===== src/source/alu_isa_pkg.sv =====
package alu_isa_pkg;

	// Shift codes are 1 1 arith rot right
	typedef enum logic [4:0] {
		OP_NOT  = 5'b00001,
		OP_AND  = 5'b00010,
		OP_OR   = 5'b00011,
		OP_ADD  = 5'b00100,
		OP_SUB  = 5'b00101,
		OP_NEG  = 5'b00111,
		OP_MUL  = 5'b01000,
		OP_DIV  = 5'b01001,
		OP_SHL  = 5'b11000,
		OP_SHR  = 5'b11001,
		OP_ROL  = 5'b11010,
		OP_ROR  = 5'b11011,
		OP_SHLA = 5'b11100,
		OP_SHRA = 5'b11101
	} alu_op_e;

	// Add class flags
	localparam int OP_SUB_BIT = 0;
	localparam int OP_NEG_BIT = 1;
	// Shift class flags
	localparam int OP_RIGHT_BIT = 0;
	localparam int OP_ROT_BIT   = 1;
	localparam int OP_ARITH_BIT = 2;

	function automatic logic is_logic_op(alu_op_e op);
		return op inside {OP_NOT, OP_AND, OP_OR};
	endfunction

	function automatic logic is_add_op(alu_op_e op);
		return op inside {OP_ADD, OP_SUB, OP_NEG};
	endfunction

	function automatic logic is_shift_op(alu_op_e op);
		return op inside {OP_SHL, OP_SHR, OP_ROL, OP_ROR, OP_SHLA, OP_SHRA};
	endfunction

	// Multi-cycle units
	function automatic logic is_iter_op(alu_op_e op);
		return op inside {OP_MUL, OP_DIV};
	endfunction

	function automatic logic is_legal_op(alu_op_e op);
		return is_logic_op(op) || is_add_op(op) || is_shift_op(op) || is_iter_op(op);
	endfunction

endpackage

===== src/source/alu_data_pkg.sv =====
package alu_data_pkg;

	// Operand and result widths
	localparam int DATA_W   = 32;
	localparam int RESULT_W = 64;
	// Shift amount comes from the low bits of b
	localparam int SHAMT_W  = 5;

	// One operation as handed to the ALU
	typedef struct packed {
		alu_isa_pkg::alu_op_e op;
		logic [DATA_W-1:0]    a;
		logic [DATA_W-1:0]    b;
	} alu_req_t;

	// Flags reported alongside the value
	typedef struct packed {
		logic zero;
		logic carry;
		logic overflow;
		logic div_by_zero;
		logic illegal_op;
	} alu_status_t;

	// Registered ALU output
	typedef struct packed {
		logic [RESULT_W-1:0] value;
		alu_status_t         status;
	} alu_result_t;

endpackage


===== src/source/alu.sv =====
`timescale 1ns/1ps

module alu (
	input  logic                      clock,
	input  logic                      rst_n,
	input  logic                      start,
	input  alu_data_pkg::alu_req_t    req,
	output logic                      busy,
	output logic                      done,
	output alu_data_pkg::alu_result_t result
);
	import alu_isa_pkg::*;
	import alu_data_pkg::*;

	typedef enum logic [1:0] {
		idle,
		exec,
		wait_unit
	} state_e;

	state_e              state;
	// Captured request for the whole operation
	alu_req_t            req_q;

	logic [DATA_W-1:0]   logic_value;
	logic                logic_carry;
	logic                logic_overflow;
	logic [DATA_W-1:0]   shift_value;

	logic                mul_go;
	logic                mul_ready;
	logic [RESULT_W-1:0] product;

	logic                div_go;
	logic                div_ready;
	logic [DATA_W-1:0]   quotient;
	logic [DATA_W-1:0]   remainder;
	logic                div_by_zero;

	logic                unit_ready;
	alu_result_t         res_next;

	// Single-cycle units work straight off the captured request
	alu_logic_unit u_logic (
		.op       (req_q.op),
		.a        (req_q.a),
		.b        (req_q.b),
		.value    (logic_value),
		.carry    (logic_carry),
		.overflow (logic_overflow)
	);

	shifter u_shifter (
		.op    (req_q.op),
		.a     (req_q.a),
		.shamt (req_q.b[SHAMT_W-1:0]),
		.value (shift_value)
	);

	// Iterative units get one go cycle right after capture
	assign mul_go = state == exec && req_q.op == OP_MUL;
	assign div_go = state == exec && req_q.op == OP_DIV;

	multiplier u_mul (
		.clock   (clock),
		.rst_n   (rst_n),
		.go      (mul_go),
		.a       (req_q.a),
		.b       (req_q.b),
		.product (product),
		.ready   (mul_ready)
	);

	divider u_div (
		.clock       (clock),
		.rst_n       (rst_n),
		.go          (div_go),
		.a           (req_q.a),
		.b           (req_q.b),
		.quotient    (quotient),
		.remainder   (remainder),
		.div_by_zero (div_by_zero),
		.ready       (div_ready)
	);

	// Only the launched unit's ready counts
	assign unit_ready = req_q.op == OP_MUL ? mul_ready : div_ready;

	assign busy = state != idle;

	// Result assembly by opcode class
	always_comb begin
		res_next = '0;
		if (is_logic_op(req_q.op) || is_add_op(req_q.op)) begin
			res_next.value           = RESULT_W'(logic_value);
			res_next.status.carry    = logic_carry;
			res_next.status.overflow = logic_overflow;
		end else if (is_shift_op(req_q.op)) begin
			res_next.value = RESULT_W'(shift_value);
		end else if (req_q.op == OP_MUL) begin
			res_next.value = product;
		end else if (req_q.op == OP_DIV) begin
			// Remainder high and quotient low
			res_next.value              = {remainder, quotient};
			res_next.status.div_by_zero = div_by_zero;
		end else begin
			res_next.status.illegal_op = 1'b1;
		end
		res_next.status.zero = res_next.value == '0;
	end

	always_ff @(posedge clock) begin
		if (state == idle && start)
			req_q <= req;
	end

	always_ff @(posedge clock) begin
		if (!rst_n) begin
			state  <= idle;
			done   <= 1'b0;
			result <= '0;
		end else begin
			done <= 1'b0;
			case (state)
				idle: begin
					if (start)
						state <= exec;
				end
				exec: begin
					if (is_iter_op(req_q.op)) begin
						state <= wait_unit;
					end else begin
						// Fast and illegal ops finish here
						result <= res_next;
						done   <= 1'b1;
						state  <= idle;
					end
				end
				wait_unit: begin
					if (unit_ready) begin
						result <= res_next;
						done   <= 1'b1;
						state  <= idle;
					end
				end
				default: state <= idle;
			endcase
		end
	end

	done_after_busy: assert property (
		@(posedge clock) disable iff (!rst_n)
		done |-> $past(busy)
	) else $error("done without a preceding busy cycle");

	// Overlapping starts are dropped
	no_start_while_busy: assert property (
		@(posedge clock) disable iff (!rst_n)
		busy |-> !start
	) else $warning("start while busy is ignored");

endmodule


===== src/source/divider.sv =====
`timescale 1ns/1ps

module divider (
	input  logic                            clock,
	input  logic                            rst_n,
	input  logic                            go,
	input  logic [alu_data_pkg::DATA_W-1:0] a,
	input  logic [alu_data_pkg::DATA_W-1:0] b,
	output logic [alu_data_pkg::DATA_W-1:0] quotient,
	output logic [alu_data_pkg::DATA_W-1:0] remainder,
	output logic                            div_by_zero,
	output logic                            ready
);
	import alu_data_pkg::*;

	logic [SHAMT_W:0]  count;
	logic              running;
	// Dividend bits shift out the top while quotient bits enter below
	logic [DATA_W-1:0] dq;
	logic [DATA_W-1:0] rem;
	logic [DATA_W-1:0] divisor;
	logic              zero_div;
	// Partial remainder with the next dividend bit appended
	logic [DATA_W:0]   shifted;
	logic [DATA_W+1:0] diff;
	logic              fits;

	assign running = count != '0;

	assign shifted = {rem, dq[DATA_W-1]};
	// Trial subtract, borrow shows up in the top bit
	assign diff = {1'b0, shifted} - {2'b00, divisor};
	assign fits = ~diff[DATA_W+1];

	always_ff @(posedge clock) begin
		if (!rst_n) begin
			count <= '0;
			ready <= 1'b0;
		end else begin
			ready <= running && count == 1;
			if (go)
				count <= (SHAMT_W+1)'(DATA_W);
			else if (running)
				count <= count - 1'b1;
		end
	end

	always_ff @(posedge clock) begin
		if (go) begin
			dq       <= a;
			rem      <= '0;
			divisor  <= b;
			zero_div <= b == '0;
		end else if (running) begin
			// Restore by keeping the shifted value when the divisor does not fit
			rem <= fits ? diff[DATA_W-1:0] : shifted[DATA_W-1:0];
			dq  <= {dq[DATA_W-2:0], fits};
		end
	end

	// Zero divisor always fits
	// so the quotient ends all ones and the remainder ends as a
	assign quotient    = dq;
	assign remainder   = rem;
	assign div_by_zero = zero_div;

	ready_one_cycle: assert property (
		@(posedge clock) disable iff (!rst_n)
		ready |=> !ready
	) else $error("divider ready held longer than one cycle");

	count_in_range: assert property (
		@(posedge clock) disable iff (!rst_n)
		count <= DATA_W
	) else $error("divider iteration count out of range");

endmodule


===== src/source/multiplier.sv =====
`timescale 1ns/1ps

module multiplier (
	input  logic                              clock,
	input  logic                              rst_n,
	input  logic                              go,
	input  logic [alu_data_pkg::DATA_W-1:0]   a,
	input  logic [alu_data_pkg::DATA_W-1:0]   b,
	output logic [alu_data_pkg::RESULT_W-1:0] product,
	output logic                              ready
);
	import alu_data_pkg::*;

	// Iterations left, zero when idle
	logic [SHAMT_W:0]    count;
	logic                running;
	// Upper half collects partial sums, lower half takes shifted-out bits
	logic [RESULT_W-1:0] acc;
	logic [DATA_W-1:0]   mcand;
	// Multiplier bits consumed LSB first
	logic [DATA_W-1:0]   mplier;
	logic [DATA_W:0]     partial;

	assign running = count != '0;

	// Add the multiplicand when the current multiplier bit is set
	assign partial = {1'b0, acc[RESULT_W-1:DATA_W]} +
		(mplier[0] ? {1'b0, mcand} : {(DATA_W+1){1'b0}});

	always_ff @(posedge clock) begin
		if (!rst_n) begin
			count <= '0;
			ready <= 1'b0;
		end else begin
			// Pulse on the last iteration
			ready <= running && count == 1;
			if (go)
				count <= (SHAMT_W+1)'(DATA_W);
			else if (running)
				count <= count - 1'b1;
		end
	end

	// Datapath
	always_ff @(posedge clock) begin
		if (go) begin
			acc    <= '0;
			mcand  <= a;
			mplier <= b;
		end else if (running) begin
			// Shift right one place with the carry of the add
			acc    <= {partial, acc[DATA_W-1:1]};
			mplier <= mplier >> 1;
		end
	end

	assign product = acc;

	// Top must wait for ready before launching again
	go_while_running: assert property (
		@(posedge clock) disable iff (!rst_n)
		go |-> !running
	) else $error("multiplier launched while running");

endmodule


===== src/source/shifter.sv =====
`timescale 1ns/1ps

module shifter (
	input  alu_isa_pkg::alu_op_e             op,
	input  logic [alu_data_pkg::DATA_W-1:0]  a,
	input  logic [alu_data_pkg::SHAMT_W-1:0] shamt,
	output logic [alu_data_pkg::DATA_W-1:0]  value
);
	import alu_isa_pkg::*;
	import alu_data_pkg::*;

	logic [4:0]        op_bits;
	logic              right;
	logic              rotate;
	logic              fill;
	logic [DATA_W-1:0] a_rev;
	logic [DATA_W-1:0] shifted;
	logic [DATA_W-1:0] shifted_rev;
	logic [DATA_W-1:0] stage [SHAMT_W+1];

	assign op_bits = op;
	assign right   = op_bits[OP_RIGHT_BIT];
	assign rotate  = op_bits[OP_ROT_BIT];

	// Sign fill only on arithmetic right shifts
	// SHLA falls through as a plain left shift
	assign fill = op_bits[OP_ARITH_BIT] & right & ~rotate & a[DATA_W-1];

	// Left operations reuse the right network on bit-reversed data
	assign a_rev = {<<{a}};

	always_comb begin
		int src;
		stage[0] = right ? a : a_rev;
		// Stage i moves by 2**i when its shamt bit is set
		for (int i = 0; i < SHAMT_W; i++) begin
			for (int j = 0; j < DATA_W; j++) begin
				src = j + (1 << i);
				if (!shamt[i])
					stage[i+1][j] = stage[i][j];
				else if (src < DATA_W || rotate)
					// Rotate wraps the low bits around to the top
					stage[i+1][j] = stage[i][src % DATA_W];
				else
					stage[i+1][j] = fill;
			end
		end
	end

	assign shifted     = stage[SHAMT_W];
	assign shifted_rev = {<<{shifted}};

	// Undo the reversal for left operations
	assign value = right ? shifted : shifted_rev;

endmodule


===== src/source/alu_logic_unit.sv =====
`timescale 1ns/1ps

module alu_logic_unit (
	input  alu_isa_pkg::alu_op_e            op,
	input  logic [alu_data_pkg::DATA_W-1:0] a,
	input  logic [alu_data_pkg::DATA_W-1:0] b,
	output logic [alu_data_pkg::DATA_W-1:0] value,
	output logic                            carry,
	output logic                            overflow
);
	import alu_isa_pkg::*;
	import alu_data_pkg::*;

	logic [4:0]        op_bits;
	logic              add_class;
	logic              sub;
	logic [DATA_W-1:0] add_a;
	logic [DATA_W-1:0] add_b;
	logic [DATA_W:0]   sum;

	assign op_bits   = op;
	assign add_class = is_add_op(op);

	// Negate muxes in zero for a, so NEG gives 0 - b
	assign add_a = op_bits[OP_NEG_BIT] ? '0 : a;
	// Subtract is invert plus carry in
	assign sub   = op_bits[OP_SUB_BIT];
	assign add_b = sub ? ~b : b;
	assign sum   = {1'b0, add_a} + {1'b0, add_b} + {{DATA_W{1'b0}}, sub};

	// Carry out of the top bit
	assign carry = add_class & sum[DATA_W];
	// Signed overflow when like-signed inputs give an unlike-signed sum
	assign overflow = add_class & (add_a[DATA_W-1] == add_b[DATA_W-1]) &
		(sum[DATA_W-1] != add_a[DATA_W-1]);

	always_comb begin
		case (op)
			OP_NOT:  value = ~a;
			OP_AND:  value = a & b;
			OP_OR:   value = a | b;
			OP_ADD, OP_SUB, OP_NEG: begin
				value = sum[DATA_W-1:0];
			end
			// Shifts and iterative ops are handled elsewhere
			default: value = '0;
		endcase
	end

endmodule


===== config.mk =====
export PLATFORM = sky130hd
export DESIGN_NAME = alu
export DESIGN_NICKNAME = d
export VERILOG_FILES = /design/src/source/alu_isa_pkg.sv /design/src/source/alu_data_pkg.sv /design/src/source/alu.sv /design/src/source/divider.sv /design/src/source/multiplier.sv /design/src/source/shifter.sv /design/src/source/alu_logic_unit.sv
export SDC_FILE = /design/constraint.sdc
export NUM_CORES = 1
export LEC_CHECK = 0
export BUFFER_PORTS_ARGS = -buffer_cell sky130_fd_sc_hd__buf_4
export CAP_MARGIN = 10
export CORE_ASPECT_RATIO = 1.4
export CORE_MARGIN = 4
export CORE_UTILIZATION = 39
export DETAILED_ROUTE_END_ITERATION = 7
export SLEW_MARGIN = 0
export SYNTH_ARGS = -nofsm -noshare
export SYNTH_HDL_FRONTEND = slang
export SYNTH_SLANG_ARGS = --single-unit

===== constraint.sdc =====
create_clock -name clock -period 9.77 [get_ports clock]
set_input_delay 0.977 -clock clock [delete_from_list [all_inputs] [get_ports clock]]
set_output_delay 0.977 -clock clock [all_outputs]
set_load 0.1 [all_outputs]

==> reports/summary.txt <==
Critical Path Start Type: flop
Clock Pin Slew Worst Setup and Hold Paths: 0.06 ns
Via count: 23100
Post-synthesis mux area share: 11.3%
Simple-gate share of the synthesized area: 17.9%
Kind of critical path: reg2reg
CP Capture Type: flop
Total power: 7770 uW
Crit path cell chain: buf_12 -> inv_1 -> buf_4 -> nand2_1 -> nand2_1 -> ha_1 -> a211oi_1 -> o21ai_0 -> a311o_1 -> a41o_1 -> nor2_1 -> xor2_1 -> o211a_1 -> nand4_1 -> or4_1 -> or4_1 -> nor4_1 -> a31o_1
CTS Buffer Depth: 3
GRT overflow: 0
Lkg Pwr: 0.0115 uW
Final worst-path setup slack: 3.74 ns
Cells after synthesis: 2812
Final Skew: 0.0220 ns
Slew @ Worst Pin: 1.16 ns
Synth area leaders: edfxtp_1, dfxtp_1, nand2_1
Max Clk Rate: 0.166 GHz
Final hold violation count: 0
Post-CTS Setup Inserts: 0
DRT antenna net count: 0
Critical path fanouts, max: 137
Adder-Cell Fraction of Synth Area: 6.42%
Die Span Y: 311 um
Worst Setup EP: result[4]
CTS tree: done
GPL Wtd Cong: 1.01
Pwr/cell area: 271 nW/um^2
Min cycle time layout: 6.03 ns
Reg2reg setup slack: 3.74 ns
WP data required: 10.29 ns
CP delay by family, top: simple AND/OR/NAND/NOR gates
Vias in the first global route: 22400
Synthesized flop and latch total: 380
Netlist cell types: 96
Initial Utilization: 39.5%
Worst reg2reg path depth: 18
CTS Root Cell: clkbuf_16
Hold slack final: 0.455 ns
Yosys warnings: 0
Post-synth net total: 2990
Fill cells: 6172
Layout Nets: 3031
Register area share after synthesis: 37.6%
Endpoints failing setup: 0
Delay of the slowest critical-path stage: 0.62 ns
DRT Pass-1 Iters: 5
Port Buf Inserts: 142
First-pass GRT wire length: 148000 um
Pre-CTS setup slack: 3.84 ns
Maxcap violations: 0
Arrival time worst endpoint: 6.56 ns
Hold path startpoint: u_mul.product[0]
Total Wirelength: 102000 um
CP bufs+invs: 3
I/O pin cnt: 143
WL/cell: 27.3 um
CP max stage cell: buf_12
CTS Hold Bufs: 0
Endpoint of the worst register-to-register path: result[4]
Slew HR: 22.5%
Clk_lat worst skew: 0.59 ns
DRC viols: 0
H-Tree Depth: 2
Full die area: 69700 um^2
Cts repair resizes: 0
Most used flip-flop cell after synthesis: edfxtp_1
Fraction of layout instances using a drive strength above 1: 12.7%
Sink Count: 380
Most frequent cells after synthesis: nand2_1, a21oi_1, nor2_1
Mapped cell area: 25500 um^2
Syn avg cell area: 9.08 um^2
Critical Path Stages: 18
Largest net degree at the start of global routing: 138
Max VDD drop: 304 uV
Compound-Gate Fraction of Synth Area: 18.5%
Setup Total Neg Slack: 0 ns
RSZ-0062 raised after global routing: no
Initial antenna violation count: 2
Row Count: 110
Synthesis-to-layout area growth: 12.4%
Fraction of registers with async set/reset: 0%
Post-DP HPWL: 71900 um
Period utilisation layout: 61.7%
Status: complete, no violations
All-Layer GR Usage: 27.9%
Hold Crit Class: reg2reg
CP startpoint: req_q[64]
Die span in x: 224 um
Cts bufs inserted: 42
Reg-to-Reg Start: req_q[64]
Max-slew violations: 0
Largest family of logic cells by synthesized area: compound AO/OA/AOI/OAI gates
Area leader, netlist: edfxtp_1
Area share of the largest cell type after synthesis: 23.3%
Core Area: 64500 um^2
Synth Area in XOR/XNOR: 3.77%
Most frequent cell after synthesis: nand2_1
DR iter-0 viols: 2226
EDFF count, synth: 198
Avg Vias per Cell: 6.18
[routing by layer]
layer	up-vias	wire length [um]	track usage, %
met3	296	6460	3.96
met5	-	13	0
met1	11300	38100	32.7
li1	10500	-	-
met4	2	7220	17.0
met2	1036	50200	48.1
[worst min-delay path by stage]
stage,to,slack [ns],cells past startpoint
3_5_place_dp,result[1],0.45,2
3_3_place_gp,u_mul.product[0],0.44,2
5_1_grt,u_mul.product[25],0.48,2
2_1_floorplan,u_div.divisor[2],0.42,0
4_1_cts,u_mul.product[0],0.46,2
6_report,u_mul.product[0],0.45,2
[worst reg2reg max path, cell delays in order (launching register included)]
cell and delay [ns]:
edfxtp_1 0.37, buf_12 0.62, inv_1 0.28, buf_4 0.31, nand2_1 0.33, nand2_1 0.21
ha_1 0.31, a211oi_1 0.30, o21ai_0 0.23, a311o_1 0.48, a41o_1 0.34, nor2_1 0.14
xor2_1 0.15, o211a_1 0.17, nand4_1 0.10, or4_1 0.58, or4_1 0.56, nor4_1 0.31
a31o_1 0.17
[registers in the layout, summed over array words and instances, names as in the netlist]
signal             count
u_div.ready            1
u_mul.product         64
u_div.div_by_zero      1
state                  2
result                69
u_div.quotient        32
u_div.divisor         32
done                   1
u_mul.ready            1
u_mul.count            6
u_div.remainder       32
u_mul.mcand           32
u_mul.mplier          32
req_q                 69
u_div.count            6
[report_power, final]
part / switching (uW) / internal (uW) / total (uW) / leakage [uW]
Combinational: 2050 / 1330 / 3380 / 0.00739
Sequential: 486 / 2210 / 2700 / 0.00340
Clock: 688 / 1000 / 1690 / 0.000721
Total: 3230 / 4540 / 7770 / 0.0115
[layout by cell type (no fill, tap or decap), types with 57 or more instances in the layout]
cell / netlist / routed
inv_1: 68 / 67
a211oi_1: 57 / 57
o21ai_0: 116 / 116
mux2i_1: 132 / 132
buf_4: 3 / 194
nor3_1: 75 / 74
ha_1: 103 / 103
nand2_1: 403 / 402
dfxtp_1: 182 / 182
a21oi_1: 246 / 246
edfxtp_1: 198 / 198
nor2_1: 219 / 219
xor2_1: 63 / 63
[cell type report]
type	count	area (um^2)	share of cell area [%]
Inverter	73	275	0.959
Clock inverter	20	263	0.916
Sequential cell	380	9590	33.4
Antenna cell	3	7.51	0.0262
Timing Repair Buffer	196	1500	5.22
Tap cell	840	1050	3.66
Clock buffer	57	1200	4.19
Multi-Input combinational cell	2160	14800	51.6
[cells by family after synthesis]
kind of cell	count (synthesis)
DFF	380
adders and majority gates	135
buffers and inverters	272
AOI/OAI and AO/OA	718
and+or+nand+nor	986
muxes	211
xor gates and xnor gates	110
[per-stage QoR]
step	utilization (%)	std cells	area (um^2)
floorplan	-	2812	25500
global placement	42.2	3649	27200
detailed placement	42.2	3649	27200
CTS	44.4	3726	28700
global route	44.4	3727	28700
finish	44.5	3729	28700
(Power assumes the default switching activity.)
